<file path="src/hw/cpu_consts.svh">
`ifndef CPU_CONSTS_SVH
`define CPU_CONSTS_SVH

// data and address width.
`define CPU_WORD_BITS 8

// upper nibble of the opcode byte.
`define CPU_OPC_LSB 4
`define CPU_OPC_MOV 4'b0000
`define CPU_OPC_ADD 4'b0001
`define CPU_OPC_JMP 4'b1100

`define CPU_BYTE_NOP 8'hFE
`define CPU_BYTE_HLT 8'hFF

// operand fields need class bits 7:6 at 00.
`define CPU_CLASS_LSB 6
`define CPU_DST_LSB 2
`define CPU_SRC_LSB 0

`endif

</file>
<file path="src/hw/cpu_pkg.sv">
`default_nettype none

`include "cpu_consts.svh"

package cpu_pkg;

  typedef logic [`CPU_WORD_BITS-1:0] word_t;

  typedef enum logic [2:0] {
    reset,
    fetch_operation,
    decode,
    fetch_immediate,
    execute,
    write_register,
    write_memory
  } stage_e;

  typedef enum logic [2:0] {mov, add, jmp, nop, hlt} opcode_e;

  typedef enum logic [2:0] {reg_a, address_reg_a, address_imm, imm, unused} operand_e;

  typedef enum logic [1:0] {stay, read, write} mem_ctrl_e;

  typedef enum logic [1:0] {fop_idle, fop_begin, fop_end} fetch_op_e;

  typedef enum logic [3:0] {
    fimm_idle,
    fimm_begin,
    fimm_wait_imm,
    fimm_load_imm,
    fimm_wait_src_addr,
    fimm_load_src_addr,
    fimm_wait_src,
    fimm_load_src,
    fimm_wait_dst_addr,
    fimm_load_dst_addr,
    fimm_wait_dst,
    fimm_load_dst,
    fimm_end
  } fetch_imm_e;

  typedef enum logic [1:0] {wmem_idle, wmem_begin, wmem_end} write_mem_e;

  typedef struct packed {
    opcode_e  opcode;
    operand_e src;
    operand_e dst;
  } decoded_t;

  // words gathered during operand fetch.
  typedef struct packed {
    word_t imm;
    word_t src_addr;
    word_t mem_src;
    word_t dst_addr;
    word_t mem_dst;
  } operands_t;

  typedef struct packed {
    mem_ctrl_e ctrl;
    word_t     addr;
  } mem_req_t;

endpackage

`default_nettype wire

</file>
<file path="src/hw/stage_control.sv">
`timescale 1ns/1ps
`default_nettype none

module stage_control (
  input  logic              CLOCK,
  input  logic              RESET,
  input  logic              opcode_done,
  input  logic              operands_done,
  input  logic              write_done,
  input  cpu_pkg::decoded_t decoded,
  output cpu_pkg::stage_e   stage
);

  cpu_pkg::stage_e next_stage;

  always_comb begin
    next_stage = stage;
    case (stage)
      cpu_pkg::reset:           next_stage = cpu_pkg::fetch_operation;
      cpu_pkg::fetch_operation: if (opcode_done) next_stage = cpu_pkg::decode;
      cpu_pkg::decode:          next_stage = cpu_pkg::fetch_immediate;
      cpu_pkg::fetch_immediate: if (operands_done) next_stage = cpu_pkg::execute;
      cpu_pkg::execute: begin
        case (decoded.dst)
          cpu_pkg::reg_a:         next_stage = cpu_pkg::write_register;
          cpu_pkg::address_reg_a,
          cpu_pkg::address_imm:   next_stage = cpu_pkg::write_memory;
          default:                next_stage = cpu_pkg::fetch_operation; // no destination.
        endcase
      end
      cpu_pkg::write_register:  next_stage = cpu_pkg::fetch_operation;
      cpu_pkg::write_memory:    if (write_done) next_stage = cpu_pkg::fetch_operation;
      default:                  next_stage = cpu_pkg::fetch_operation;
    endcase
  end

  always_ff @(posedge CLOCK) begin
    if (RESET) begin
      stage <= cpu_pkg::reset;
    end else begin
      stage <= next_stage;
    end
  end

endmodule

`default_nettype wire

</file>
<file path="src/hw/instruction_decoder.sv">
`timescale 1ns/1ps
`default_nettype none

`include "cpu_consts.svh"

module instruction_decoder (
  input  logic              CLOCK,
  input  logic              RESET,
  input  cpu_pkg::stage_e   stage,
  input  cpu_pkg::word_t    opcode_byte,
  output cpu_pkg::decoded_t decoded
);

  cpu_pkg::decoded_t next_decoded;
  logic [3:0]        opc_nibble;
  logic [1:0]        class_bits;
  logic [1:0]        dst_field;
  logic [1:0]        src_field;

  assign opc_nibble = opcode_byte[`CPU_OPC_LSB +: 4];
  assign class_bits = opcode_byte[`CPU_CLASS_LSB +: 2];
  assign dst_field  = opcode_byte[`CPU_DST_LSB +: 2];
  assign src_field  = opcode_byte[`CPU_SRC_LSB +: 2];

  always_comb begin
    next_decoded = decoded;
    if (stage == cpu_pkg::decode) begin
      next_decoded.src = cpu_pkg::unused;
      next_decoded.dst = cpu_pkg::unused;
      if (opcode_byte == `CPU_BYTE_NOP) begin
        next_decoded.opcode = cpu_pkg::nop;
      end else if (opcode_byte == `CPU_BYTE_HLT) begin
        next_decoded.opcode = cpu_pkg::hlt;
      end else begin
        case (opc_nibble)
          `CPU_OPC_MOV: next_decoded.opcode = cpu_pkg::mov;
          `CPU_OPC_ADD: next_decoded.opcode = cpu_pkg::add;
          `CPU_OPC_JMP: next_decoded.opcode = cpu_pkg::jmp;
          default:      next_decoded.opcode = cpu_pkg::hlt; // undefined byte.
        endcase
      end

      if (class_bits == 2'b00 && next_decoded.opcode != cpu_pkg::hlt) begin
        next_decoded.src = cpu_pkg::operand_e'(src_field);
        // 11 means no destination.
        if (dst_field != 2'b11) next_decoded.dst = cpu_pkg::operand_e'(dst_field);
      end else if (next_decoded.opcode == cpu_pkg::jmp) begin
        next_decoded.src = cpu_pkg::imm; // jump offset.
      end
    end
  end

  always_ff @(posedge CLOCK) begin
    if (RESET) begin
      decoded <= '{opcode: cpu_pkg::nop, src: cpu_pkg::unused, dst: cpu_pkg::unused};
    end else begin
      decoded <= next_decoded;
    end
  end

endmodule

`default_nettype wire

</file>
<file path="src/hw/fetch_unit.sv">
`timescale 1ns/1ps
`default_nettype none

`include "cpu_consts.svh"

module fetch_unit (
  input  logic               CLOCK,
  input  logic               RESET,
  input  cpu_pkg::stage_e    stage,
  input  cpu_pkg::decoded_t  decoded,
  input  cpu_pkg::word_t     read_bus,
  input  cpu_pkg::word_t     accumulator,
  output cpu_pkg::mem_req_t  fetch_req,
  output cpu_pkg::word_t     opcode_byte,
  output cpu_pkg::operands_t operands,
  output logic               opcode_done,
  output logic               operands_done
);

  cpu_pkg::word_t     ip;
  cpu_pkg::fetch_op_e op_state;
  cpu_pkg::fetch_op_e next_op_state;
  cpu_pkg::fetch_imm_e imm_state;
  cpu_pkg::fetch_imm_e next_imm_state;
  logic               halted;

  function automatic cpu_pkg::fetch_imm_e dst_step(input cpu_pkg::operand_e dst);
    case (dst)
      cpu_pkg::address_imm:   return cpu_pkg::fimm_wait_dst_addr;
      cpu_pkg::address_reg_a: return cpu_pkg::fimm_wait_dst;
      default:                return cpu_pkg::fimm_end;
    endcase
  endfunction

  function automatic cpu_pkg::fetch_imm_e src_step(input cpu_pkg::decoded_t dec);
    case (dec.src)
      cpu_pkg::imm:           return cpu_pkg::fimm_wait_imm;
      cpu_pkg::address_imm:   return cpu_pkg::fimm_wait_src_addr;
      cpu_pkg::address_reg_a: return cpu_pkg::fimm_wait_src;
      default:                return dst_step(dec.dst);
    endcase
  endfunction

  assign halted        = (decoded.opcode == cpu_pkg::hlt);
  assign opcode_done   = (stage == cpu_pkg::fetch_operation) && (op_state == cpu_pkg::fop_end);
  assign operands_done = (stage == cpu_pkg::fetch_immediate) && (imm_state == cpu_pkg::fimm_end);

  always_comb begin
    next_op_state = cpu_pkg::fop_idle;
    if (stage == cpu_pkg::fetch_operation) begin
      case (op_state)
        cpu_pkg::fop_idle:  next_op_state = cpu_pkg::fop_begin;
        cpu_pkg::fop_begin: next_op_state = cpu_pkg::fop_end;
        default:            next_op_state = cpu_pkg::fop_idle;
      endcase
    end
  end

  always_comb begin
    next_imm_state = cpu_pkg::fimm_idle;
    if (stage == cpu_pkg::fetch_immediate) begin
      case (imm_state)
        cpu_pkg::fimm_idle:          next_imm_state = cpu_pkg::fimm_begin;
        cpu_pkg::fimm_begin:         next_imm_state = src_step(decoded);
        cpu_pkg::fimm_wait_imm:      next_imm_state = cpu_pkg::fimm_load_imm;
        cpu_pkg::fimm_wait_src_addr: next_imm_state = cpu_pkg::fimm_load_src_addr;
        cpu_pkg::fimm_load_src_addr: next_imm_state = cpu_pkg::fimm_wait_src;
        cpu_pkg::fimm_wait_src:      next_imm_state = cpu_pkg::fimm_load_src;
        cpu_pkg::fimm_load_imm,
        cpu_pkg::fimm_load_src:      next_imm_state = dst_step(decoded.dst);
        cpu_pkg::fimm_wait_dst_addr: next_imm_state = cpu_pkg::fimm_load_dst_addr;
        cpu_pkg::fimm_load_dst_addr: next_imm_state = cpu_pkg::fimm_wait_dst;
        cpu_pkg::fimm_wait_dst:      next_imm_state = cpu_pkg::fimm_load_dst;
        cpu_pkg::fimm_load_dst:      next_imm_state = cpu_pkg::fimm_end;
        default:                     next_imm_state = cpu_pkg::fimm_idle;
      endcase
    end
  end

  // read data shows up one cycle after the address.
  always_comb begin
    fetch_req = '{ctrl: cpu_pkg::stay, addr: '0};
    if (stage == cpu_pkg::fetch_operation) begin
      fetch_req = '{ctrl: cpu_pkg::read, addr: ip};
    end else if (stage == cpu_pkg::fetch_immediate) begin
      case (imm_state)
        cpu_pkg::fimm_wait_imm, cpu_pkg::fimm_load_imm,
        cpu_pkg::fimm_wait_src_addr, cpu_pkg::fimm_load_src_addr,
        cpu_pkg::fimm_wait_dst_addr, cpu_pkg::fimm_load_dst_addr:
          fetch_req = '{ctrl: cpu_pkg::read, addr: ip};
        cpu_pkg::fimm_wait_src, cpu_pkg::fimm_load_src:
          fetch_req = '{ctrl: cpu_pkg::read, addr: (decoded.src == cpu_pkg::address_reg_a) ?
                                                   accumulator : operands.src_addr};
        cpu_pkg::fimm_wait_dst, cpu_pkg::fimm_load_dst:
          fetch_req = '{ctrl: cpu_pkg::read, addr: (decoded.dst == cpu_pkg::address_reg_a) ?
                                                   accumulator : operands.dst_addr};
        default: fetch_req = '{ctrl: cpu_pkg::stay, addr: '0};
      endcase
    end
  end

  always_ff @(posedge CLOCK) begin
    if (RESET) begin
      ip        <= '0;
      op_state  <= cpu_pkg::fop_idle;
      imm_state <= cpu_pkg::fimm_idle;
    end else begin
      op_state  <= next_op_state;
      imm_state <= next_imm_state;
      if (!halted) begin // hlt freezes ip.
        if (stage == cpu_pkg::fetch_immediate) begin
          case (imm_state)
            cpu_pkg::fimm_idle,
            cpu_pkg::fimm_load_imm,
            cpu_pkg::fimm_load_src_addr,
            cpu_pkg::fimm_load_dst_addr: ip <= ip + `CPU_WORD_BITS'd1; // past opcode or byte.
            default: ;
          endcase
        end else if (stage == cpu_pkg::execute && decoded.opcode == cpu_pkg::jmp) begin
          ip <= ip + operands.imm; // relative to byte after offset.
        end
      end
    end
  end

  always_ff @(posedge CLOCK) begin
    if (stage == cpu_pkg::fetch_operation && op_state == cpu_pkg::fop_begin) begin
      opcode_byte <= read_bus;
    end
    if (stage == cpu_pkg::fetch_immediate) begin
      case (imm_state)
        cpu_pkg::fimm_load_imm:      operands.imm      <= read_bus;
        cpu_pkg::fimm_load_src_addr: operands.src_addr <= read_bus;
        cpu_pkg::fimm_load_src:      operands.mem_src  <= read_bus;
        cpu_pkg::fimm_load_dst_addr: operands.dst_addr <= read_bus;
        cpu_pkg::fimm_load_dst:      operands.mem_dst  <= read_bus;
        default: ;
      endcase
    end
  end

endmodule

`default_nettype wire

</file>
<file path="src/hw/execute_unit.sv">
`timescale 1ns/1ps
`default_nettype none

module execute_unit (
  input  logic               CLOCK,
  input  logic               RESET,
  input  cpu_pkg::stage_e    stage,
  input  cpu_pkg::decoded_t  decoded,
  input  cpu_pkg::operands_t operands,
  output cpu_pkg::word_t     result,
  output cpu_pkg::word_t     accumulator
);

  cpu_pkg::word_t src_value;
  cpu_pkg::word_t dst_value;

  always_comb begin
    case (decoded.src)
      cpu_pkg::reg_a:         src_value = accumulator;
      cpu_pkg::address_reg_a,
      cpu_pkg::address_imm:   src_value = operands.mem_src;
      cpu_pkg::imm:           src_value = operands.imm;
      default:                src_value = '0;
    endcase
  end

  // value at the destination before the instruction.
  always_comb begin
    case (decoded.dst)
      cpu_pkg::reg_a:         dst_value = accumulator;
      cpu_pkg::address_reg_a,
      cpu_pkg::address_imm:   dst_value = operands.mem_dst;
      default:                dst_value = '0;
    endcase
  end

  always_ff @(posedge CLOCK) begin
    if (stage == cpu_pkg::execute) begin
      case (decoded.opcode)
        cpu_pkg::add: result <= dst_value + src_value; // wraps at 8 bits.
        cpu_pkg::mov: result <= src_value;
        default:      result <= dst_value;
      endcase
    end
  end

  always_ff @(posedge CLOCK) begin
    if (RESET) begin
      accumulator <= '0;
    end else if (stage == cpu_pkg::write_register) begin
      accumulator <= result;
    end
  end

endmodule

`default_nettype wire

</file>
<file path="src/hw/memory_port.sv">
`timescale 1ns/1ps
`default_nettype none

module memory_port (
  input  logic               CLOCK,
  input  logic               RESET,
  input  cpu_pkg::stage_e    stage,
  input  cpu_pkg::mem_req_t  fetch_req,
  input  cpu_pkg::operand_e  dst,
  input  cpu_pkg::word_t     accumulator,
  input  cpu_pkg::word_t     dst_addr,
  input  cpu_pkg::word_t     result,
  output cpu_pkg::mem_ctrl_e ctrl_bus,
  output cpu_pkg::word_t     addr_bus,
  output cpu_pkg::word_t     write_bus,
  output logic               write_done
);

  cpu_pkg::write_mem_e wr_state;
  cpu_pkg::write_mem_e next_wr_state;
  cpu_pkg::word_t      write_addr;

  assign write_addr = (dst == cpu_pkg::address_reg_a) ? accumulator : dst_addr;
  assign write_done = (stage == cpu_pkg::write_memory) && (wr_state == cpu_pkg::wmem_end);

  always_comb begin
    next_wr_state = cpu_pkg::wmem_idle;
    if (stage == cpu_pkg::write_memory) begin
      case (wr_state)
        cpu_pkg::wmem_idle:  next_wr_state = cpu_pkg::wmem_begin;
        cpu_pkg::wmem_begin: next_wr_state = cpu_pkg::wmem_end;
        default:             next_wr_state = cpu_pkg::wmem_idle;
      endcase
    end
  end

  always_comb begin
    ctrl_bus = cpu_pkg::stay;
    addr_bus = '0;
    case (stage)
      cpu_pkg::fetch_operation,
      cpu_pkg::fetch_immediate: begin
        ctrl_bus = fetch_req.ctrl;
        addr_bus = fetch_req.addr;
      end
      cpu_pkg::write_memory: begin
        addr_bus = write_addr;
        // write held two cycles.
        if (wr_state != cpu_pkg::wmem_idle) ctrl_bus = cpu_pkg::write;
      end
      default: ;
    endcase
  end

  always_ff @(posedge CLOCK) begin
    if (RESET) begin
      wr_state  <= cpu_pkg::wmem_idle;
      write_bus <= '0;
    end else begin
      wr_state <= next_wr_state;
      if (stage == cpu_pkg::write_memory && wr_state == cpu_pkg::wmem_idle) begin
        write_bus <= result; // stable before write starts.
      end
    end
  end

endmodule

`default_nettype wire

</file>
<file path="src/hw/cpu.sv">
`timescale 1ns/1ps
`default_nettype none

module cpu (
  input  logic              CLOCK,
  input  logic              RESET,
  input  cpu_pkg::word_t    read_bus,
  output cpu_pkg::mem_ctrl_e ctrl_bus,
  output cpu_pkg::word_t    addr_bus,
  output cpu_pkg::word_t    write_bus,
  output cpu_pkg::word_t    out
);

  cpu_pkg::stage_e    stage;
  cpu_pkg::decoded_t  decoded;
  cpu_pkg::operands_t operands;
  cpu_pkg::mem_req_t  fetch_req;
  cpu_pkg::word_t     opcode_byte;
  cpu_pkg::word_t     result;
  logic               opcode_done;
  logic               operands_done;
  logic               write_done;

  stage_control stage_control_i (
    .CLOCK         (CLOCK),
    .RESET         (RESET),
    .opcode_done   (opcode_done),
    .operands_done (operands_done),
    .write_done    (write_done),
    .decoded       (decoded),
    .stage         (stage)
  );

  instruction_decoder instruction_decoder_i (
    .CLOCK       (CLOCK),
    .RESET       (RESET),
    .stage       (stage),
    .opcode_byte (opcode_byte),
    .decoded     (decoded)
  );

  fetch_unit fetch_unit_i (
    .CLOCK         (CLOCK),
    .RESET         (RESET),
    .stage         (stage),
    .decoded       (decoded),
    .read_bus      (read_bus),
    .accumulator   (out),
    .fetch_req     (fetch_req),
    .opcode_byte   (opcode_byte),
    .operands      (operands),
    .opcode_done   (opcode_done),
    .operands_done (operands_done)
  );

  execute_unit execute_unit_i (
    .CLOCK       (CLOCK),
    .RESET       (RESET),
    .stage       (stage),
    .decoded     (decoded),
    .operands    (operands),
    .result      (result),
    .accumulator (out)
  );

  memory_port memory_port_i (
    .CLOCK       (CLOCK),
    .RESET       (RESET),
    .stage       (stage),
    .fetch_req   (fetch_req),
    .dst         (decoded.dst),
    .accumulator (out),
    .dst_addr    (operands.dst_addr),
    .result      (result),
    .ctrl_bus    (ctrl_bus),
    .addr_bus    (addr_bus),
    .write_bus   (write_bus),
    .write_done  (write_done)
  );

endmodule

`default_nettype wire

</file>
<file path="config.mk">
export PLATFORM = sky130hd
export DESIGN_NAME = cpu
export DESIGN_NICKNAME = d
export VERILOG_FILES = /design/src/hw/cpu_pkg.sv /design/src/hw/stage_control.sv /design/src/hw/instruction_decoder.sv /design/src/hw/fetch_unit.sv /design/src/hw/execute_unit.sv /design/src/hw/memory_port.sv /design/src/hw/cpu.sv
export VERILOG_INCLUDE_DIRS = /design/src /design/src/hw
export SDC_FILE = /design/constraint.sdc
export NUM_CORES = 1
export LEC_CHECK = 0
export CAP_MARGIN = 40
export CORE_MARGIN = 3
export CORE_UTILIZATION = 56
export CTS_CLUSTER_DIAMETER = 120
export CTS_CLUSTER_SIZE = 12
export DETAILED_ROUTE_END_ITERATION = 8
export DONT_BUFFER_PORTS = 1
export PLACE_DENSITY = 0.69
export SLEW_MARGIN = 5
export SYNTH_ARGS = -nofsm -noshare
export SYNTH_HDL_FRONTEND = slang
export SYNTH_SLANG_ARGS = --single-unit
export TNS_END_PERCENT = 30
</file>
<file path="constraint.sdc">
create_clock -name CLOCK -period 6.6 [get_ports CLOCK]
set_input_delay 1.32 -clock CLOCK [delete_from_list [all_inputs] [get_ports CLOCK]]
set_output_delay 1.32 -clock CLOCK [all_outputs]
set_load 0.05 [all_outputs]
</file>
==> results.ini <==
[run_status]
status=complete, no violations

[floorplan]
die_y_um=103.0
io_pins=36
dieArea_um2=10600
start_util_pct=58.95
die_width_um=103.0
coreArea_um2=8934
fp-row-count=34

[yosys]
avgSynthCellArea_um2=9.645
synth_area_leaders=edfxtp_1 32%, dfxtp_1 17%, mux2i_1 5.9%
synth-seq-cells=100
synth.most_common_cell=nor2_1
synth_top_flop_cell=edfxtp_1
synth_common_cells=64 x nor2_1, 56 x edfxtp_1, 55 x nand2_1, 45 x a21oi_1, 44 x dfxtp_1
ys_seq_area_share_pct=48.66
synth_area_um2=5266
synth_top_area_cell=edfxtp_1
synth.distinct_cells=63
synth_warnings=0
synth-edff-count=56
synthArstFlopShare_pct=0
synthesis.nets=569
syn_inst=546
netlist.area_leader.share_pct=31.93

[detailed_routing]
vias=4279
drcViolationCount=0
vias_per_cell=6.493
routed_wl_mm=13.99
routedWlPerCell_um=21.23
drt.antenna.violating_nets=0
drtIter0Drc=393
first_pass_iters=5

[pwr]
p_total_uw=1260
p_leak_uw=0.001935
p_per_area_nw_per_um2=224.9
ir_drop_v=0.0001822

[placement]
post-dp-hpwl_mm=10.17
globalplace.congestion=0.9595
dpl.cell_count=643
io_buffers=0

[cells_and_area]
final_cells=659
drive_gt1_share_pct=8.893
final_util_pct=62.72
nets=569
antenna_cells=0
synthToLayoutAreaGrowth_pct=6.391

[timing]
fin_crit_sh_pct=60.04
fin_crit_ns=3.963
hold_viol_final=0
worstMarginPinSlew_ns=0.9079
rsz0062_at_grt=false
maxSlewViolCount=0
setup_tns_ns=0
relSlewSlack_pct=39.39
fmax_mhz=252.4
skew_ns=0.01166
setup_viol=0

[worst_hold_path]
hp-class=flip-flop to flip-flop

[cts]
post-cts-setup-buffers=0
clkTransAtPathRegs_ns=0.11
cts.sinks=100
clk-insertion-delay-late_ns=0.38
cts_tree=done
clk_path_buf_depth=2
cts_resized=0
cts_made_buffers=9
hold_buffers=0
h-tree-depth=3
clock-root-buffer=clkbuf_8

[grt]
grt_max_degree=44
grt_usage_pct=27.30
grt.overflow.total=0
use_met2_pct=41.10
grt_util_met3_pct=7.984
use_met1_pct=38.59
grt_antenna_before_repair=0
first_global_vias=3999
grt_pass1_wl_mm=21.59
gr-max-usage-layer=met2

[setup_path]
crit_required_ns=5.28
end_kind=output pin
crit_chain=or2b_1, nor2_1, buf_4, mux2i_1, o22ai_1, a22o_1, a22oi_1, o22ai_1, buf_4
crit_type=flip-flop to output pin
cp_slowest_cell=dfxtp_1
rrSetupSlack_ns=3.12
critical_path.max_fanout=23
start_kind=flip-flop
cp.arrival_ns=2.64
slowest_delay_ns=0.80

[flow_run]
maxCapViolCount=0

## layout make-up
class	count	area, um^2
Tap cell	108	135.1
Timing Repair Buffer	16	120.1
Fill cell	726	3331
Sequential cell	100	2562
Inverter	18	67.56
Clock buffer	9	123.9
Multi-Input combinational cell	401	2524
Clock inverter	7	70.07
## power by group
| part | internal (uW) | total (uW) | switching, uW |
|---|---|---|---|
| registers | 675 | 712 | 37.2 |
| clock network | 148 | 380 | 232 |
| logic | 60.9 | 168 | 107 |
| total | 884 | 1260 | 376 |
## cells by family (layout without fill, tap and decap cells)
kind of cell,Yosys count,after routing,synth area share [%]
AND/OR/NAND/NOR,199,199,17.82
AO/OA/AOI/OAI,148,148,18.84
flip-flops,100,100,48.66
buffers and inverters,45,50,3.516
multiplexers,32,32,6.106
adder cells (fa/ha/maj),15,15,3.754
XOR/XNOR,7,7,1.307
## cells in the final DEF, fill, tap and decap left out, types with 4 or more instances in the layout
master      n
a222oi_1    7
o21ai_1     7
inv_1      18
nand2_1    55
nor3_1     20
dfxtp_1    44
nor2_1     64
edfxtp_1   56
o22ai_1     6
mux2i_1    31
nor2b_1    11
a2bb2oi_1   6
a21oi_1    45
nand2b_1    6
clkbuf_8    9
o211ai_1    6
o21ai_0    22
xnor2_1     4
nand3_1    10
a22oi_1    10
nor4_1      6
o221ai_1    7
buf_4      16
or2_2       9
ha_1       11
a31oi_1     5
## state kept, by name, indices dropped and copies added (netlist names)
name,flops
memory_port_i.wr_state,2
fetch_unit_i.imm_state,4
execute_unit_i.accumulator,8
fetch_unit_i.opcode_byte,8
instruction_decoder_i.decoded,9
stage_control_i.stage,3
memory_port_i.write_bus,8
fetch_unit_i.ip,8
fetch_unit_i.operands,40
execute_unit_i.result,8
fetch_unit_i.op_state,2
## final timing paths
kind,cells past startpoint,from,end
hold / removal,1,fetch_unit_i.op_state[0],fetch_unit_i.op_state[0]
setup / recovery,9,instruction_decoder_i.decoded[5],addr_bus[7]
setup reg to reg,11,instruction_decoder_i.decoded[4],execute_unit_i.result[5]
hold reg to reg,1,fetch_unit_i.op_state[0],fetch_unit_i.op_state[0]
## critical path, delay by kind of cell, from the launching register on
family / cells / cell delay, ns
DFF: 1 / 0.80
AOI/OAI and AO/OA: 4 / 0.65
buffers and inverters: 2 / 0.41
and+or+nand+nor: 2 / 0.24
muxes: 1 / 0.16
## layer usage
| metal | part of all wire [%] | wire length (um) | vias to the layer above |
|---|---|---|---|
| met5 | 0 | 0 | - |
| met4 | 2.3 | 325 | 0 |
| met3 | 9.2 | 1290 | 26 |
| met2 | 44 | 6090 | 197 |
| met1 | 45 | 6284 | 2038 |
| li1 | - | - | 2018 |
## through the flow
stage / setup slack, ns / cell area [um^2] / hold WS (ns)
after floorplan: 2.457 / 5266 / 0.4001
after global placement: 2.329 / 5341 / 0.4057
after detailed placement: 3.100 / 5409 / 0.4101
after CTS: 2.665 / 5603 / 0.4243
after global routing: 2.419 / 5603 / 0.4340
final: 2.637 / 5603 / 0.4289
Power figures use the tool's default switching activity.
